[config.mk]
export PLATFORM = sky130hd
export DESIGN_NAME = id
export DESIGN_NICKNAME = d
export VERILOG_FILES = /design/src/logic/cpu_pkg.sv /design/src/logic/isa_pkg.sv /design/src/logic/id.sv
export VERILOG_INCLUDE_DIRS = /design/src /design/src/logic
export SDC_FILE = /design/constraint.sdc
export NUM_CORES = 1
export LEC_CHECK = 0
export ABC_CLOCK_PERIOD_IN_PS = 6900
export CAP_MARGIN = 10
export CORE_AREA = 3 3 124 126
export DETAILED_ROUTE_END_ITERATION = 8
export DIE_AREA = 0 0 127 129
export DONT_BUFFER_PORTS = 1
export GPL_TIMING_DRIVEN = 0
export SLEW_MARGIN = 40
export SYNTH_ARGS = -nofsm -noshare
export SYNTH_HDL_FRONTEND = slang
export SYNTH_SLANG_ARGS = --single-unit
export TNS_END_PERCENT = 100
[constraint.sdc]
create_clock -name vclk -period 6.9
set_clock_uncertainty 0.2 [all_clocks]
set_input_delay 0.345 -clock vclk [all_inputs]
set_output_delay 0.345 -clock vclk [all_outputs]
set_load 0.02 [all_outputs]
[src/logic/cpu_params.svh]
`ifndef CPU_PARAMS_SVH
`define CPU_PARAMS_SVH

// Width of one data word and of every address held in the datapath.
`define REG_BUS_WIDTH 32

// Register file addressing for the 32 integer registers.
`define REG_ADDR_WIDTH 5
`define REG_NUM 32

// Set to 1'b0 to leave the multiplier out of the execute stage.
// Multiply results then read as zero.
`define MUL_ENABLE 1'b1

// Reset and default value of data words.
`define ZERO_WORD {`REG_BUS_WIDTH{1'b0}}

`endif

[src/logic/cpu_pkg.sv]
`include "cpu_params.svh"

package cpu_pkg;

  // bit positions in the one-hot ALU operation vector.
  typedef enum logic [3:0] {
    ALU_ADD    = 4'd0,
    ALU_SUB    = 4'd1,
    ALU_SLL    = 4'd2,
    ALU_SRL    = 4'd3,
    ALU_SRA    = 4'd4,
    ALU_SLT    = 4'd5,
    ALU_SLTU   = 4'd6,
    ALU_OR     = 4'd7,
    ALU_XOR    = 4'd8,
    ALU_AND    = 4'd9,
    ALU_MUL    = 4'd10,
    ALU_MULH   = 4'd11,
    ALU_MULHSU = 4'd12,
    ALU_MULHU  = 4'd13,
    ALU_LINK   = 4'd14
  } alu_op_e;

  localparam int ALU_OP_NUM = 15;

  typedef enum logic {SRC1_REG = 1'b0, SRC1_PC  = 1'b1} src1_e;
  typedef enum logic {SRC2_REG = 1'b0, SRC2_IMM = 1'b1} src2_e;

  typedef struct packed {
    logic [`REG_BUS_WIDTH-1:0]  pc;
    logic [`REG_BUS_WIDTH-1:0]  rs1;
    logic [`REG_BUS_WIDTH-1:0]  rs2;
    logic [`REG_BUS_WIDTH-1:0]  imm;
    logic [`REG_BUS_WIDTH-1:0]  link_addr;
    logic [ALU_OP_NUM-1:0]      aluop;
    src1_e                      alusrc1;
    src2_e                      alusrc2;
    logic                       we;
    logic [`REG_ADDR_WIDTH-1:0] waddr;
    logic                       illegal;
  } id_ex_t;

  typedef struct packed {
    logic [`REG_BUS_WIDTH-1:0]  result;
    logic [`REG_BUS_WIDTH-1:0]  store_data;
    logic                       we;
    logic [`REG_ADDR_WIDTH-1:0] waddr;
    logic                       illegal;
  } ex_wb_t;

endpackage

[src/logic/isa_pkg.sv]
package isa_pkg;

  // major opcodes of the supported RV32 instruction groups.
  localparam logic [6:0] OPC_OP     = 7'b0110011;
  localparam logic [6:0] OPC_OP_IMM = 7'b0010011;
  localparam logic [6:0] OPC_LUI    = 7'b0110111;
  localparam logic [6:0] OPC_AUIPC  = 7'b0010111;
  localparam logic [6:0] OPC_JAL    = 7'b1101111;
  localparam logic [6:0] OPC_JALR   = 7'b1100111;
  localparam logic [6:0] OPC_STORE  = 7'b0100011;

  // integer operations, shared by OP and OP-IMM.
  localparam logic [2:0] F3_ADD_SUB = 3'b000;
  localparam logic [2:0] F3_SLL     = 3'b001;
  localparam logic [2:0] F3_SLT     = 3'b010;
  localparam logic [2:0] F3_SLTU    = 3'b011;
  localparam logic [2:0] F3_XOR     = 3'b100;
  localparam logic [2:0] F3_SRL_SRA = 3'b101;
  localparam logic [2:0] F3_OR      = 3'b110;
  localparam logic [2:0] F3_AND     = 3'b111;

  // multiply group under F7_MULDIV.
  localparam logic [2:0] F3_MUL    = 3'b000;
  localparam logic [2:0] F3_MULH   = 3'b001;
  localparam logic [2:0] F3_MULHSU = 3'b010;
  localparam logic [2:0] F3_MULHU  = 3'b011;

  localparam logic [2:0] F3_SB   = 3'b000;
  localparam logic [2:0] F3_SH   = 3'b001;
  localparam logic [2:0] F3_SW   = 3'b010;
  localparam logic [2:0] F3_JALR = 3'b000;

  localparam logic [6:0] F7_BASE   = 7'b0000000;
  localparam logic [6:0] F7_ALT    = 7'b0100000;
  localparam logic [6:0] F7_MULDIV = 7'b0000001;

endpackage

[src/logic/id.sv]
`timescale 1ns/100ps
`include "cpu_params.svh"

module id (
  input  logic [`REG_BUS_WIDTH-1:0]      inst_i,
  input  logic [`REG_BUS_WIDTH-1:0]      pc_i,
  output logic [`REG_ADDR_WIDTH-1:0]     rs1_addr_o,
  output logic [`REG_ADDR_WIDTH-1:0]     rs2_addr_o,
  input  logic [`REG_BUS_WIDTH-1:0]      rs1_data_i,
  input  logic [`REG_BUS_WIDTH-1:0]      rs2_data_i,
  output logic [`REG_BUS_WIDTH-1:0]      pc_o,
  output logic [`REG_BUS_WIDTH-1:0]      rs1_o,
  output logic [`REG_BUS_WIDTH-1:0]      rs2_o,
  output logic [`REG_BUS_WIDTH-1:0]      imm_o,
  output logic [`REG_BUS_WIDTH-1:0]      link_addr_o,
  output logic [cpu_pkg::ALU_OP_NUM-1:0] aluop_o,
  output cpu_pkg::src1_e                 alusrc1_o,
  output cpu_pkg::src2_e                 alusrc2_o,
  output logic                           we_o,
  output logic [`REG_ADDR_WIDTH-1:0]     waddr_o,
  output logic                           illegal_o
);

  logic [6:0]                opcode;
  logic [2:0]                funct3;
  logic [6:0]                funct7;
  logic [`REG_BUS_WIDTH-1:0] imm_i_type;
  logic [`REG_BUS_WIDTH-1:0] imm_s_type;
  logic [`REG_BUS_WIDTH-1:0] imm_u_type;
  logic [`REG_BUS_WIDTH-1:0] imm_j_type;
  cpu_pkg::alu_op_e          op;
  logic                      legal;

  assign opcode = inst_i[6:0];
  assign funct3 = inst_i[14:12];
  assign funct7 = inst_i[31:25];

  assign imm_i_type = {{20{inst_i[31]}}, inst_i[31:20]};
  assign imm_s_type = {{20{inst_i[31]}}, inst_i[31:25], inst_i[11:7]};
  assign imm_u_type = {inst_i[31:12], 12'b0};
  assign imm_j_type = {{12{inst_i[31]}}, inst_i[19:12], inst_i[20], inst_i[30:21], 1'b0};

  // LUI reads x0 so that it becomes a plain add of the immediate.
  assign rs1_addr_o = (opcode == isa_pkg::OPC_LUI) ? '0 : inst_i[19:15];
  assign rs2_addr_o = inst_i[24:20];

  always_comb begin
    op        = cpu_pkg::ALU_ADD;
    alusrc1_o = cpu_pkg::SRC1_REG;
    alusrc2_o = cpu_pkg::SRC2_IMM;
    imm_o     = imm_i_type;
    legal     = 1'b1;
    we_o      = 1'b1;

    unique case (opcode)
      isa_pkg::OPC_OP_IMM: begin
        unique case (funct3)
          isa_pkg::F3_ADD_SUB: op = cpu_pkg::ALU_ADD;
          isa_pkg::F3_SLT:     op = cpu_pkg::ALU_SLT;
          isa_pkg::F3_SLTU:    op = cpu_pkg::ALU_SLTU;
          isa_pkg::F3_XOR:     op = cpu_pkg::ALU_XOR;
          isa_pkg::F3_OR:      op = cpu_pkg::ALU_OR;
          isa_pkg::F3_AND:     op = cpu_pkg::ALU_AND;
          isa_pkg::F3_SLL: begin
            op    = cpu_pkg::ALU_SLL;
            legal = (funct7 == isa_pkg::F7_BASE);
          end
          default: begin // funct7 picks the fill of a right shift.
            op    = (funct7 == isa_pkg::F7_ALT) ? cpu_pkg::ALU_SRA : cpu_pkg::ALU_SRL;
            legal = (funct7 == isa_pkg::F7_ALT) || (funct7 == isa_pkg::F7_BASE);
          end
        endcase
      end
      isa_pkg::OPC_OP: begin
        alusrc2_o = cpu_pkg::SRC2_REG;
        unique case ({funct7, funct3})
          {isa_pkg::F7_BASE,   isa_pkg::F3_ADD_SUB}: op = cpu_pkg::ALU_ADD;
          {isa_pkg::F7_ALT,    isa_pkg::F3_ADD_SUB}: op = cpu_pkg::ALU_SUB;
          {isa_pkg::F7_BASE,   isa_pkg::F3_SLL}:     op = cpu_pkg::ALU_SLL;
          {isa_pkg::F7_BASE,   isa_pkg::F3_SLT}:     op = cpu_pkg::ALU_SLT;
          {isa_pkg::F7_BASE,   isa_pkg::F3_SLTU}:    op = cpu_pkg::ALU_SLTU;
          {isa_pkg::F7_BASE,   isa_pkg::F3_XOR}:     op = cpu_pkg::ALU_XOR;
          {isa_pkg::F7_BASE,   isa_pkg::F3_SRL_SRA}: op = cpu_pkg::ALU_SRL;
          {isa_pkg::F7_ALT,    isa_pkg::F3_SRL_SRA}: op = cpu_pkg::ALU_SRA;
          {isa_pkg::F7_BASE,   isa_pkg::F3_OR}:      op = cpu_pkg::ALU_OR;
          {isa_pkg::F7_BASE,   isa_pkg::F3_AND}:     op = cpu_pkg::ALU_AND;
          {isa_pkg::F7_MULDIV, isa_pkg::F3_MUL}:     op = cpu_pkg::ALU_MUL;
          {isa_pkg::F7_MULDIV, isa_pkg::F3_MULH}:    op = cpu_pkg::ALU_MULH;
          {isa_pkg::F7_MULDIV, isa_pkg::F3_MULHSU}:  op = cpu_pkg::ALU_MULHSU;
          {isa_pkg::F7_MULDIV, isa_pkg::F3_MULHU}:   op = cpu_pkg::ALU_MULHU;
          default: legal = 1'b0; // division and unknown funct7.
        endcase
      end
      isa_pkg::OPC_LUI: imm_o = imm_u_type;
      isa_pkg::OPC_AUIPC: begin
        alusrc1_o = cpu_pkg::SRC1_PC;
        imm_o     = imm_u_type;
      end
      isa_pkg::OPC_JAL: begin
        op    = cpu_pkg::ALU_LINK;
        imm_o = imm_j_type;
      end
      isa_pkg::OPC_JALR: begin
        op    = cpu_pkg::ALU_LINK;
        legal = (funct3 == isa_pkg::F3_JALR);
      end
      isa_pkg::OPC_STORE: begin
        imm_o = imm_s_type; // result is the store address.
        we_o  = 1'b0;
        legal = (funct3 == isa_pkg::F3_SB) || (funct3 == isa_pkg::F3_SH) ||
                (funct3 == isa_pkg::F3_SW);
      end
      default: legal = 1'b0;
    endcase

    if (!legal) begin
      op   = cpu_pkg::ALU_ADD;
      we_o = 1'b0;
    end
  end

  always_comb begin
    aluop_o     = '0;
    aluop_o[op] = 1'b1;
  end

  assign illegal_o   = ~legal;
  assign pc_o        = pc_i;
  assign rs1_o       = rs1_data_i;
  assign rs2_o       = rs2_data_i;
  assign link_addr_o = pc_i + `REG_BUS_WIDTH'(4);
  assign waddr_o     = inst_i[11:7];

endmodule

; ---- Word-level counts from Yosys, hierarchy flattened
; Cells that the tools add are included.
[word_totals]
elab_cells = 59
out_inout_bits = 194
input_bits = 128
ff_bits = 0
[op_classes]
order_cmp = 2
n_addsub = 1
reduce_logical = 12
n_mux = 16
n_eq_ne = 27
n_bitwise = 1
[op_table]
columns = cell, count
row1 = case mux 31 bit (3 select lines), 1
row2 = case mux 4 bit (13 select lines), 1
row3 = "equality test 10 x 3 -> 1 bit, second input constant", 4
row4 = "equality test 10 x 4 -> 1 bit, second input constant", 4
row5 = "adder 32 x 3 -> 32 bit, second input constant", 1
row6 = "equality test 7 x 6 -> 1 bit, second input constant", 4
row7 = case mux 4 bit (7 select lines), 1
row8 = "equality test 10 x 2 -> 1 bit, second input constant", 2
row9 = "equality test 10 x 9 -> 1 bit, second input constant", 2
row10 = "equality test 7 x 5 -> 1 bit, second input constant", 2
row11 = "equality test 7 bit, second input constant", 2
row12 = OR reduction 14 bit, 1
row13 = case mux 4 bit (3 select lines), 1
row14 = "equality test 10 x 1 -> 1 bit, second input constant", 1
row15 = logical NOT 10 bit, 1
row16 = "equality test 3 bit, second input constant", 3
row17 = logical NOT 7 bit, 1
row18 = "equality test 3 x 2 -> 1 bit, second input constant", 2
row19 = two-way mux 1 bit, 6
row20 = OR reduction 6 bit, 1
row21 = "less-than comparator 4 x 5 -> 1 bit, second input constant", 1
row22 = two-way mux 5 bit, 1
row23 = case mux 1 bit (5 select lines), 1
row24 = demux 1 bit (select 4 bit), 1
row25 = other kinds (11), 14

; ---- Longest topological paths before layout
; Gate-level depths: netlist of run 1.
[depth]
word_depth = 9
depth_mapped = 7
ltp_nobuf = 6

; ---- Worst setup path after synthesis of run 1
; No wires, ideal clock.
[synth_path]
path_kind = in2out
startpoint = input port inst_i[31]
endpoint = output port aluop_o[10] in the netlist's numbering
arrival_time_ns = 2.811
n_path_buf = 1
path_slack_ns = 3.544
required_time_ns = 6.355
path_stages = 6
path_cell_list = or4_4 or4_1 buf_2 or4b_4 and3_4 nor4_1
[synth_via]
elab_chain_cells = 9
elab_cells_between_ends = 31
cone_classes = order compare (2) / eq/ne (14) / mux (10) / reduce/logical (5)
[synth_rtl]
columns = item, line
row1 = start: declaration, id.sv:5  ; input logic [`REG_BUS_WIDTH-1:0] inst_i,
row2 = equality test 10 x 4 -> 1 bit (tied with other cells), id.sv:76  ; unique case ({funct7, funct3})
row3 = OR reduction 14 bit (no line) (tied with other cells), --
row4 = two-way mux 1 bit (tied with other cells), id.sv:76
row5 = case mux 1 bit (5 select lines) / case mux 4 bit (3 select lines) (equally long branches), id.sv:55  ; unique case (opcode)
row6 = two-way mux 4 bit (*), id.sv:116  ; if (!legal) begin
row7 = less-than comparator 4 x 5 -> 1 bit (implied by the code) / greater-or-equal comparator 4 x 1 -> 1 bit (equally long branches), id.sv:124  ; aluop_o[op] = 1'b1;
row8 = logical AND 1 bit (implied by the code), id.sv:124
row9 = two-way mux 1 bit (implied by the code), id.sv:124
row10 = demux 1 bit (select 4 bit) (*), id.sv:124
row11 = end: declaration, id.sv:16  ; output logic [cpu_pkg::ALU_OP_NUM-1:0] aluop_o,
; Mark *: on every way between the ends. The rest lies on a longest branch, timed or not.

; ---- Worst setup path in the final report of run 1
[layout_path]
startpoint = input port inst_i[4]
endpoint = output port aluop_o[4] in the netlist's numbering
[layout_via]
elab_chain_cells = 8
elab_cells_between_ends = 17
cone_classes = order compare (2) / eq/ne (7) / mux (5) / reduce/logical (3)
[layout_rtl]
columns = item, line
row1 = equality test 7 x 6 -> 1 bit (tied with other cells), id.sv:55
row2 = OR reduction 3 bit (no line) / OR reduction 2 bit (equally long branches), --
row3 = case mux 1 bit (5 select lines) / case mux 4 bit (3 select lines) (equally long branches), id.sv:55
row4 = two-way mux 4 bit (*), id.sv:116
row5 = less-than comparator 4 x 5 -> 1 bit (implied by the code) / greater-or-equal comparator 4 x 1 -> 1 bit (equally long branches), id.sv:124
row6 = logical AND 1 bit (implied by the code), id.sv:124
row7 = two-way mux 1 bit (implied by the code), id.sv:124
row8 = demux 1 bit (select 4 bit) (*), id.sv:124
; Marked as above.

==> impl_table.tex, run 1 <==
\begin{tabular}{lr}
\hline
Metric & Value \\
\hline
\multicolumn{2}{l}{\textbf{Final layout}} \\
\quad Most frequent standard cell in the layout excluding fill and tap cells & sky130\_fd\_sc\_hd\_\_buf\_4 \\
\quad Synth-to-layout area growth & 12.89\% \\
\quad \# diodes & 0 \\
\quad Multi-input gate area in the final layout & 1518 um\^{}2 \\
\quad Number of sequential cells & 0 \\
\quad Layout cells sized above 1 & 38.29\% \\
\quad Leading cell types in the layout, fill and taps excluded & 109 x sky130\_fd\_sc\_hd\_\_buf\_4, 23 x sky130\_fd\_sc\_hd\_\_a21o\_1, 23 x sky130\_fd\_sc\_hd\_\_nand2\_1 \\
\quad Total Nets Final & about 480 \\
\quad Clkbuf count & 0 \\
\quad Register cell area after layout & 0 um\^{}2 \\
\quad Number of fill cells in the layout & 1688 \\
\multicolumn{2}{l}{\textbf{Worst setup path}} \\
\quad Highest-delay cell along the critical path & sky130\_fd\_sc\_hd\_\_nor4\_2 \\
\quad Setup crit end kind & output port \\
\quad Worst Path Arrival & 2.97 ns \\
\quad Type of the worst setup path & in -> out \\
\quad Buffers \& Inverters on Critical Path & 2 \\
\quad Worst stage delay on the critical path & $\sim$0.67 ns \\
\quad Startpoint type of the worst setup path & input port \\
\quad Crit-path cells & clkbuf\_1 > and4b\_1 > nand3\_1 > a21oi\_1 > nor4\_2 > clkbuf\_1 > nor4\_2 \\
\quad Crit path max-delay family & simple AND/OR/NAND/NOR gates \\
\quad CP required & 6.36 ns \\
\quad Maximum fanout count along the critical path & 10 \\
\multicolumn{2}{l}{\textbf{Timing}} \\
\quad Setup-failing EPs final & 0 \\
\quad RSZ-0062 raised after global routing & no \\
\quad Achievable Freq & 0.2847 GHz \\
\quad Final hold vios & 0 \\
\quad Max transition margin & a little under half \\
\quad Transition time of the tightest slew-check pin & roughly 0.79 ns \\
\quad Hold\_ws & 0.5713 ns \\
\quad Final number of max-transition violations & 0 \\
\quad Final critical-path share of the clock period & 50.91\% \\
\quad Fin Setup TNS & 0 ns \\
\quad Clock period minus worst slack & between 3 and 4 ns \\
\multicolumn{2}{l}{\textbf{Worst hold path}} \\
\quad Worst min-delay path class & in -> out \\
\quad Number of stages on the worst hold path & 1 \\
\quad Origin of the worst min-delay path & pc\_i[2] \\
\quad Endpoint of the worst hold-timing path & link\_addr\_o[2] \\
\multicolumn{2}{l}{\textbf{Global route}} \\
\quad Tot GR Track Use & under 10\% \\
\quad Global-route wire length before repair & about 12 mm \\
\quad Number of antenna violations at the first check in global routing & 0 \\
\quad Number of global-route vias before repair & 2169 \\
\quad Largest net degree at the start of global routing & 11 \\
\quad Grt ovf & 0 \\
\multicolumn{2}{l}{\textbf{Floorplan}} \\
\quad Die Span Y & 129 um \\
\quad Placement Rows & 44 \\
\quad Die Footprint & 16380 um\^{}2 \\
\quad Starting density of the core & between 10\% and 20\% \\
\quad Core region area & roughly 14000 um\^{}2 \\
\quad Number of top-level pins & $\sim$320 \\
\quad Die X & between 100 and 150 um \\
\multicolumn{2}{l}{\textbf{Clock network}} \\
\quad Number of buffers added for setup after CTS & 0 \\
\quad Count of instances resized after the clock tree is built & 0 \\
\quad Post-cts hold buffer count & 0 \\
\multicolumn{2}{l}{\textbf{Power}} \\
\quad PD cells & approximately 67 nW/um\^{}2 \\
\quad Largest vdd supply drop & 0.01911 mV \\
\quad Share of total power in sequential cells & 0\% \\
\quad Net switching power & 0.1131 mW \\
\quad Internal power & 0.06425 mW \\
\quad Leak Pwr & 1.140 nW \\
\quad Clk network pwr share & 0\% \\
\quad Proportion of power drawn by combinational gates & 100.0\% \\
\quad Proportion of total power due to net switching & 63.78\% \\
\multicolumn{2}{l}{\textbf{Run status}} \\
\quad Outcome & finished clean \\
\multicolumn{2}{l}{\textbf{Synthesis}} \\
\quad Post-synth design cell area & approximately 2300 um\^{}2 \\
\quad Post-synthesis mux area share & 0\% \\
\quad Warning count from the yosys run & 0 \\
\quad Post-Synthesis Net Count & between 400 and 500 \\
\quad Simple-gate share of the synthesized area & 34.61\% \\
\quad Synth cell types & 49 \\
\quad Share of synthesized area occupied by flip-flops and latches & 0\% \\
\quad Synth Instances & 350 \\
\quad Adder and majority gate portion of the synthesized area & 0.5325\% \\
\quad Avg Cell Area, Syn & 6.714 um\^{}2 \\
\quad Share of the synthesized area in compound gates (AO/OA/AOI/OAI) & between 10\% and 20\% \\
\quad Largest family of logic cells by synthesized area & buffers and inverters \\
\quad Xor and xnor fraction of the mapped netlist area & around a tenth \\
\multicolumn{2}{l}{\textbf{Routing}} \\
\quad Metal3 WL & 962 um \\
\quad Met1 WL & 3.101 mm \\
\quad Detailed-route wire length & 9.210 mm \\
\quad Post-DRT Antenna Nets & 0 \\
\quad Final routed DRC violation total & 0 \\
\quad Routed via count divided by cell count & around 4.6 \\
\quad Router iterations before antenna repair & 4 \\
\quad Drt wl/cell & about 17 um \\
\quad Via count & roughly 2.5k \\
\quad Number of DRC violations after detailed-routing iteration 0 & 60 \\
\quad Highest routed metal layer & met4 \\
\quad Wire length on met2 & 5.102 mm \\
\multicolumn{2}{l}{\textbf{Placement}} \\
\quad Quantity of I/O buffers inserted on ports & 0 \\
\quad Last weighted congestion value of the routability-driven placer & 0.8744 \\
\quad Placed wire-length estimate after detailed placement & 8.117 mm \\
\multicolumn{2}{l}{\textbf{Job}} \\
\quad Max capacitance violation total & 0 \\
\hline
\end{tabular}
[final cells by class]
type	instances	area share [%]
buffer	124	33.25
tap	184	8.679
inverter	6	0.8491
multi-input combinational	220	57.22
[metal layers]
layer | global-route usage [%] | vias to the layer above
met2 | 18.15 | 195
met4 | 0.3785 | 0
met3 | 1.411 | 2
met5 | 0 | -
li1 | - | 1113
met1 | 10.15 | 1147
[Yosys cell counts, types with 5 or more instances]
cell type,count,area (um^2)
sky130_fd_sc_hd__a21o_1,23,172.7
sky130_fd_sc_hd__and2_1,13,81.33
sky130_fd_sc_hd__and3_1,6,37.54
sky130_fd_sc_hd__buf_4,109,818.3
sky130_fd_sc_hd__clkbuf_1,13,48.80
sky130_fd_sc_hd__inv_1,6,22.52
sky130_fd_sc_hd__nand2_1,23,86.33
sky130_fd_sc_hd__nand2b_1,5,31.28
sky130_fd_sc_hd__nand3_1,11,55.05
sky130_fd_sc_hd__nand3b_1,6,45.04
sky130_fd_sc_hd__nand4_1,8,50.05
sky130_fd_sc_hd__nor2_1,21,78.83
sky130_fd_sc_hd__nor3_1,5,25.02
sky130_fd_sc_hd__nor4_1,15,93.84
sky130_fd_sc_hd__o21ai_0,8,40.04
sky130_fd_sc_hd__xnor2_1,16,140.1
sky130_fd_sc_hd__xor2_1,12,105.1
[cell families (layout without fill, tap and decap cells)]
kind of cell	Yosys count	in the layout
xor gates and xnor gates	28	28
AOI/OAI and AO/OA	52	52
and+or+nand+nor	139	139
buffers and inverters	130	130
adders and majority gates	1	1
[stage by stage]
stage	utilization [%]	total power [mW]	std cells	instance area [um^2]	setup WS, ns
floorplan	-	0.1634	350	2350	3.544
global placement	17.89	0.1772	534	2580	3.254
detailed placement	18.19	0.1780	534	2624	3.198
CTS	18.19	0.1782	534	2624	3.217
global route	18.39	0.1862	534	2653	3.108
finish	18.39	0.1774	534	2653	3.387
[worst max path at each step]
stage	from	endpoint	slack [ns]	cells past startpoint
after global routing	inst_i[4]	aluop_o[4]	3.11	7
after CTS	inst_i[4]	aluop_o[5]	3.22	7
after global placement	inst_i[4]	aluop_o[10]	3.25	7
after detailed placement	inst_i[4]	aluop_o[5]	3.20	7
final	inst_i[4]	aluop_o[4]	3.39	7
after floorplan	inst_i[31]	aluop_o[10]	3.54	6
[power groups by stage]
stage | registers (mW) | logic, mW | clock network [mW]
after CTS | 0 | 0.178 | 0
after detailed placement | 0 | 0.178 | 0
after global routing | 0 | 0.186 | 0
final | 0 | 0.177 | 0
after global placement | 0 | 0.177 | 0
after floorplan | 0 | 0.163 | 0
Note: power is estimated with default switching activity, not from simulation.
==> inputs of run 2 (changes only) <==
--- a/config.mk
+++ b/config.mk
@@ -6,11 +6,12 @@
 export SDC_FILE = /design/constraint.sdc
 export NUM_CORES = 1
 export LEC_CHECK = 0
-export ABC_CLOCK_PERIOD_IN_PS = 6900
+export ABC_AREA = 1
+export ABC_CLOCK_PERIOD_IN_PS = 3600
 export CAP_MARGIN = 10
-export CORE_AREA = 3 3 124 126
+export CORE_AREA = 3 3 125 127
 export DETAILED_ROUTE_END_ITERATION = 8
-export DIE_AREA = 0 0 127 129
+export DIE_AREA = 0 0 128 130
 export DONT_BUFFER_PORTS = 1
 export GPL_TIMING_DRIVEN = 0
 export SLEW_MARGIN = 40
==> constraint.sdc (replaced) <==
create_clock -name vclk -period 3.6
set_clock_uncertainty 0.2 [all_clocks]
set_input_delay 0.18 -clock vclk [all_inputs]
set_output_delay 0.18 -clock vclk [all_outputs]
set_load 0.02 [all_outputs]
==> run 2 against run 1 <==
Net effect:
- clock-buffer cell count did not move
- design area increased by 9.6%
- worst hold slack worse by 0.33 ns
- final cell count increased by 19%
- total power rose by 97%
- combinational power is 98% higher
- sequential share of layout area unchanged
- highest routed layer unchanged
==> impl_table.tex, run 2 <==
\begin{tabular}{lr}
\hline
Metric & Value \\
\hline
\multicolumn{2}{l}{\textbf{Run status}} \\
\quad Outcome & finished clean \\
\multicolumn{2}{l}{\textbf{Routing}} \\
\quad Detailed-route wire length & 9.380 mm \\
\quad Final routed DRC violation total & 0 \\
\quad Router iterations before antenna repair & 4 \\
\quad Post-DRT Antenna Nets & 0 \\
\quad Routed via count divided by cell count & 4.179 \\
\quad Drt wl/cell & 14.73 um \\
\quad Number of DRC violations after detailed-routing iteration 0 & 94 \\
\quad Via count & 2662 \\
\multicolumn{2}{l}{\textbf{Timing}} \\
\quad Clock period minus worst slack & 2.149 ns \\
\quad Fin Setup TNS & 0 ns \\
\quad Transition time of the tightest slew-check pin & 0.7656 ns \\
\quad RSZ-0062 raised after global routing & no \\
\quad Max transition margin & about 48\% \\
\quad Achievable Freq & about 0.47 GHz \\
\quad Final number of max-transition violations & 0 \\
\quad Minimum setup slack in the final design & 1.451 ns \\
\quad Final hold vios & 0 \\
\quad Final critical-path share of the clock period & 59.68\% \\
\quad Setup-failing EPs final & 0 \\
\multicolumn{2}{l}{\textbf{Placement}} \\
\quad Last weighted congestion value of the routability-driven placer & 0.8460 \\
\quad Quantity of I/O buffers inserted on ports & 0 \\
\quad Placed wire-length estimate after detailed placement & 8.692 mm \\
\quad Pre-CTS setup slack & 1.381 ns \\
\multicolumn{2}{l}{\textbf{Global route}} \\
\quad Largest net degree at the start of global routing & 11 \\
\quad Global-route wire length before repair & 12.79 mm \\
\quad Grt ovf & 0 \\
\quad Number of antenna violations at the first check in global routing & 0 \\
\quad Tot GR Track Use & 9.538\% \\
\quad Number of global-route vias before repair & 2447 \\
\multicolumn{2}{l}{\textbf{Final layout}} \\
\quad Layout cells sized above 1 & approximately two fifths \\
\quad Number of fill cells in the layout & 1678 \\
\quad \# diodes & 0 \\
\quad Leading cell types in the layout, fill and taps excluded & 109 x sky130\_fd\_sc\_hd\_\_buf\_4, 70 x sky130\_fd\_sc\_hd\_\_nand2\_1, 61 x sky130\_fd\_sc\_hd\_\_nor2\_1 \\
\quad Most frequent standard cell in the layout excluding fill and tap cells & sky130\_fd\_sc\_hd\_\_buf\_4 \\
\quad Total Nets Final & 584 \\
\quad Number of sequential cells & 0 \\
\quad Clkbuf count & 0 \\
\quad Synth-to-layout area growth & 8.602\% \\
\quad Register cell area after layout & 0 um\^{}2 \\
\multicolumn{2}{l}{\textbf{Worst setup path}} \\
\quad Type of the worst setup path & in -> out \\
\quad Buffers \& Inverters on Critical Path & 3 \\
\quad Worst Path Arrival & $\sim$1.8 ns \\
\quad CP required & 3.22 ns \\
\quad Startpoint type of the worst setup path & input port \\
\quad Crit-path cells & nand2\_1 > inv\_1 > nand2\_1 > inv\_1 > nand2\_1 > inv\_1 > nor2\_1 > nor2\_1 > o21ai\_0 \\
\quad Setup crit end kind & output port \\
\quad Maximum fanout count along the critical path & 7 \\
\quad Crit path max-delay family & simple AND/OR/NAND/NOR gates \\
\quad Crit path depth & 9 \\
\quad Highest-delay cell along the critical path & sky130\_fd\_sc\_hd\_\_nor2\_1 \\
\quad Worst stage delay on the critical path & 0.41 ns \\
\multicolumn{2}{l}{\textbf{Synthesis}} \\
\quad Post-synth design cell area & 2676 um\^{}2 \\
\quad Cells taking the most area after synthesis & sky130\_fd\_sc\_hd\_\_buf\_4 31\%, sky130\_fd\_sc\_hd\_\_nand2\_1 9.8\%, sky130\_fd\_sc\_hd\_\_nor2\_1 8.6\% \\
\quad Post-Synthesis Net Count & approximately 580 \\
\quad Area leader, netlist & sky130\_fd\_sc\_hd\_\_buf\_4 \\
\quad Warning count from the yosys run & 0 \\
\quad Share of synthesized area occupied by flip-flops and latches & 0\% \\
\quad Leading cell types by count after synthesis & 109 x sky130\_fd\_sc\_hd\_\_buf\_4, 70 x sky130\_fd\_sc\_hd\_\_nand2\_1, 61 x sky130\_fd\_sc\_hd\_\_nor2\_1 \\
\quad Synth cell types & 32 \\
\quad Post-synth top area share & around 30\% \\
\quad Synth Instances & roughly 450 \\
\quad Most common cell in the synthesized netlist & sky130\_fd\_sc\_hd\_\_buf\_4 \\
\quad Avg Cell Area, Syn & 5.908 um\^{}2 \\
\multicolumn{2}{l}{\textbf{Floorplan}} \\
\quad Placement Rows & between 40 and 50 \\
\quad Starting density of the core & 18.41\% \\
\quad Die Footprint & 16640 um\^{}2 \\
\quad Die Span Y & 130 um \\
\quad Number of top-level pins & approximately 320 \\
\quad Core region area & 14530 um\^{}2 \\
\quad Die X & roughly 130 um \\
\multicolumn{2}{l}{\textbf{Power}} \\
\quad Proportion of total power due to net switching & 67.42\% \\
\quad Internal power & 0.1139 mW \\
\quad Net switching power & $\sim$0.24 mW \\
\quad Proportion of power drawn by combinational gates & 100.0\% \\
\quad Leak Pwr & 1.424 nW \\
\quad Share of total power in sequential cells & 0\% \\
\quad Largest vdd supply drop & 0.05381 mV \\
\quad PD cells & 120.3 nW/um\^{}2 \\
\quad Clk network pwr share & 0\% \\
\multicolumn{2}{l}{\textbf{Clock network}} \\
\quad Post-cts hold buffer count & 0 \\
\quad Number of buffers added for setup after CTS & 0 \\
\quad Count of instances resized after the clock tree is built & 0 \\
\multicolumn{2}{l}{\textbf{Job}} \\
\quad Max capacitance violation total & 0 \\
\multicolumn{2}{l}{\textbf{Worst hold path}} \\
\quad Worst min-delay path class & in -> out \\
\quad Number of stages on the worst hold path & 1 \\
\hline
\end{tabular}
-- run 2: cell types whose count changed after synthesis, moves of 9 or more --
cell,change
sky130_fd_sc_hd__o21ai_0,+18
sky130_fd_sc_hd__a21o_1,-23
sky130_fd_sc_hd__clkbuf_1,-12
sky130_fd_sc_hd__nor2_1,+40
sky130_fd_sc_hd__nor2_2,+9
sky130_fd_sc_hd__nor4_1,-13
sky130_fd_sc_hd__inv_1,+43
sky130_fd_sc_hd__nor2_4,+9
sky130_fd_sc_hd__nand2_2,+18
sky130_fd_sc_hd__nand2_1,+47
sky130_fd_sc_hd__and2_1,-13
-- run 2: logic make-up (layout without fill, tap and decap cells) --
kind of cell	Yosys count	in the layout	synth area share (%)
AO/OA/AOI/OAI	36	36	6.919
XOR/XNOR	26	26	8.508
adder cells (fa/ha/maj)	1	1	0.4674
buffers and inverters	171	171	40.02
AND/OR/NAND/NOR	219	219	44.09
-- run 2: final timing paths --
| path | startpoint | slack (ns) | endpoint |
|---|---|---|---|
| worst min-delay path | pc_i[2] | 0.24 | link_addr_o[2] |
| worst max-delay path | inst_i[1] | 1.45 | imm_o[3] |
-- run 2: per-stage QoR --
step / instance area (um^2) / utilization (%) / hold slack, ns / power, mW / std cells
2_1_floorplan: 2676 / - / 0.2366 / 0.3206 / 453
3_5_place_dp: 2907 / 20.00 / 0.2420 / 0.3535 / 637
4_1_cts: 2907 / 20.00 / 0.2420 / 0.3540 / 637
6_report: 2907 / 20.00 / 0.2398 / 0.3496 / 637
5_1_grt: 2907 / 20.00 / 0.2453 / 0.3721 / 637
3_3_place_gp: 2907 / 20.00 / 0.2412 / 0.3533 / 637
-- run 2: cell type report --
| type | count | area, um^2 | share of cell area (%) |
|---|---|---|---|
| inverter | 58 | 220.2 | 7.576 |
| buffer | 113 | 850.8 | 29.27 |
| multi-input combinational | 282 | 1605 | 55.23 |
| tap | 184 | 230.2 | 7.921 |
-- run 2: power groups by stage --
stage | sequential (mW) | combinational (mW) | clock [mW]
final | 0 | 0.350 | 0
after global routing | 0 | 0.372 | 0
after CTS | 0 | 0.354 | 0
after detailed placement | 0 | 0.354 | 0
after global placement | 0 | 0.353 | 0
after floorplan | 0 | 0.321 | 0
-- run 2: per-layer routing --
metal	global-route usage (%)	share of wire, %	vias to the layer above	wire length [um]
met1	10.25	33	1154	3068
met5	0	0	-	0
met2	19.96	56	206	5267
li1	-	-	1296	-
met3	1.269	9.8	6	918
met4	1.248	1.3	0	125
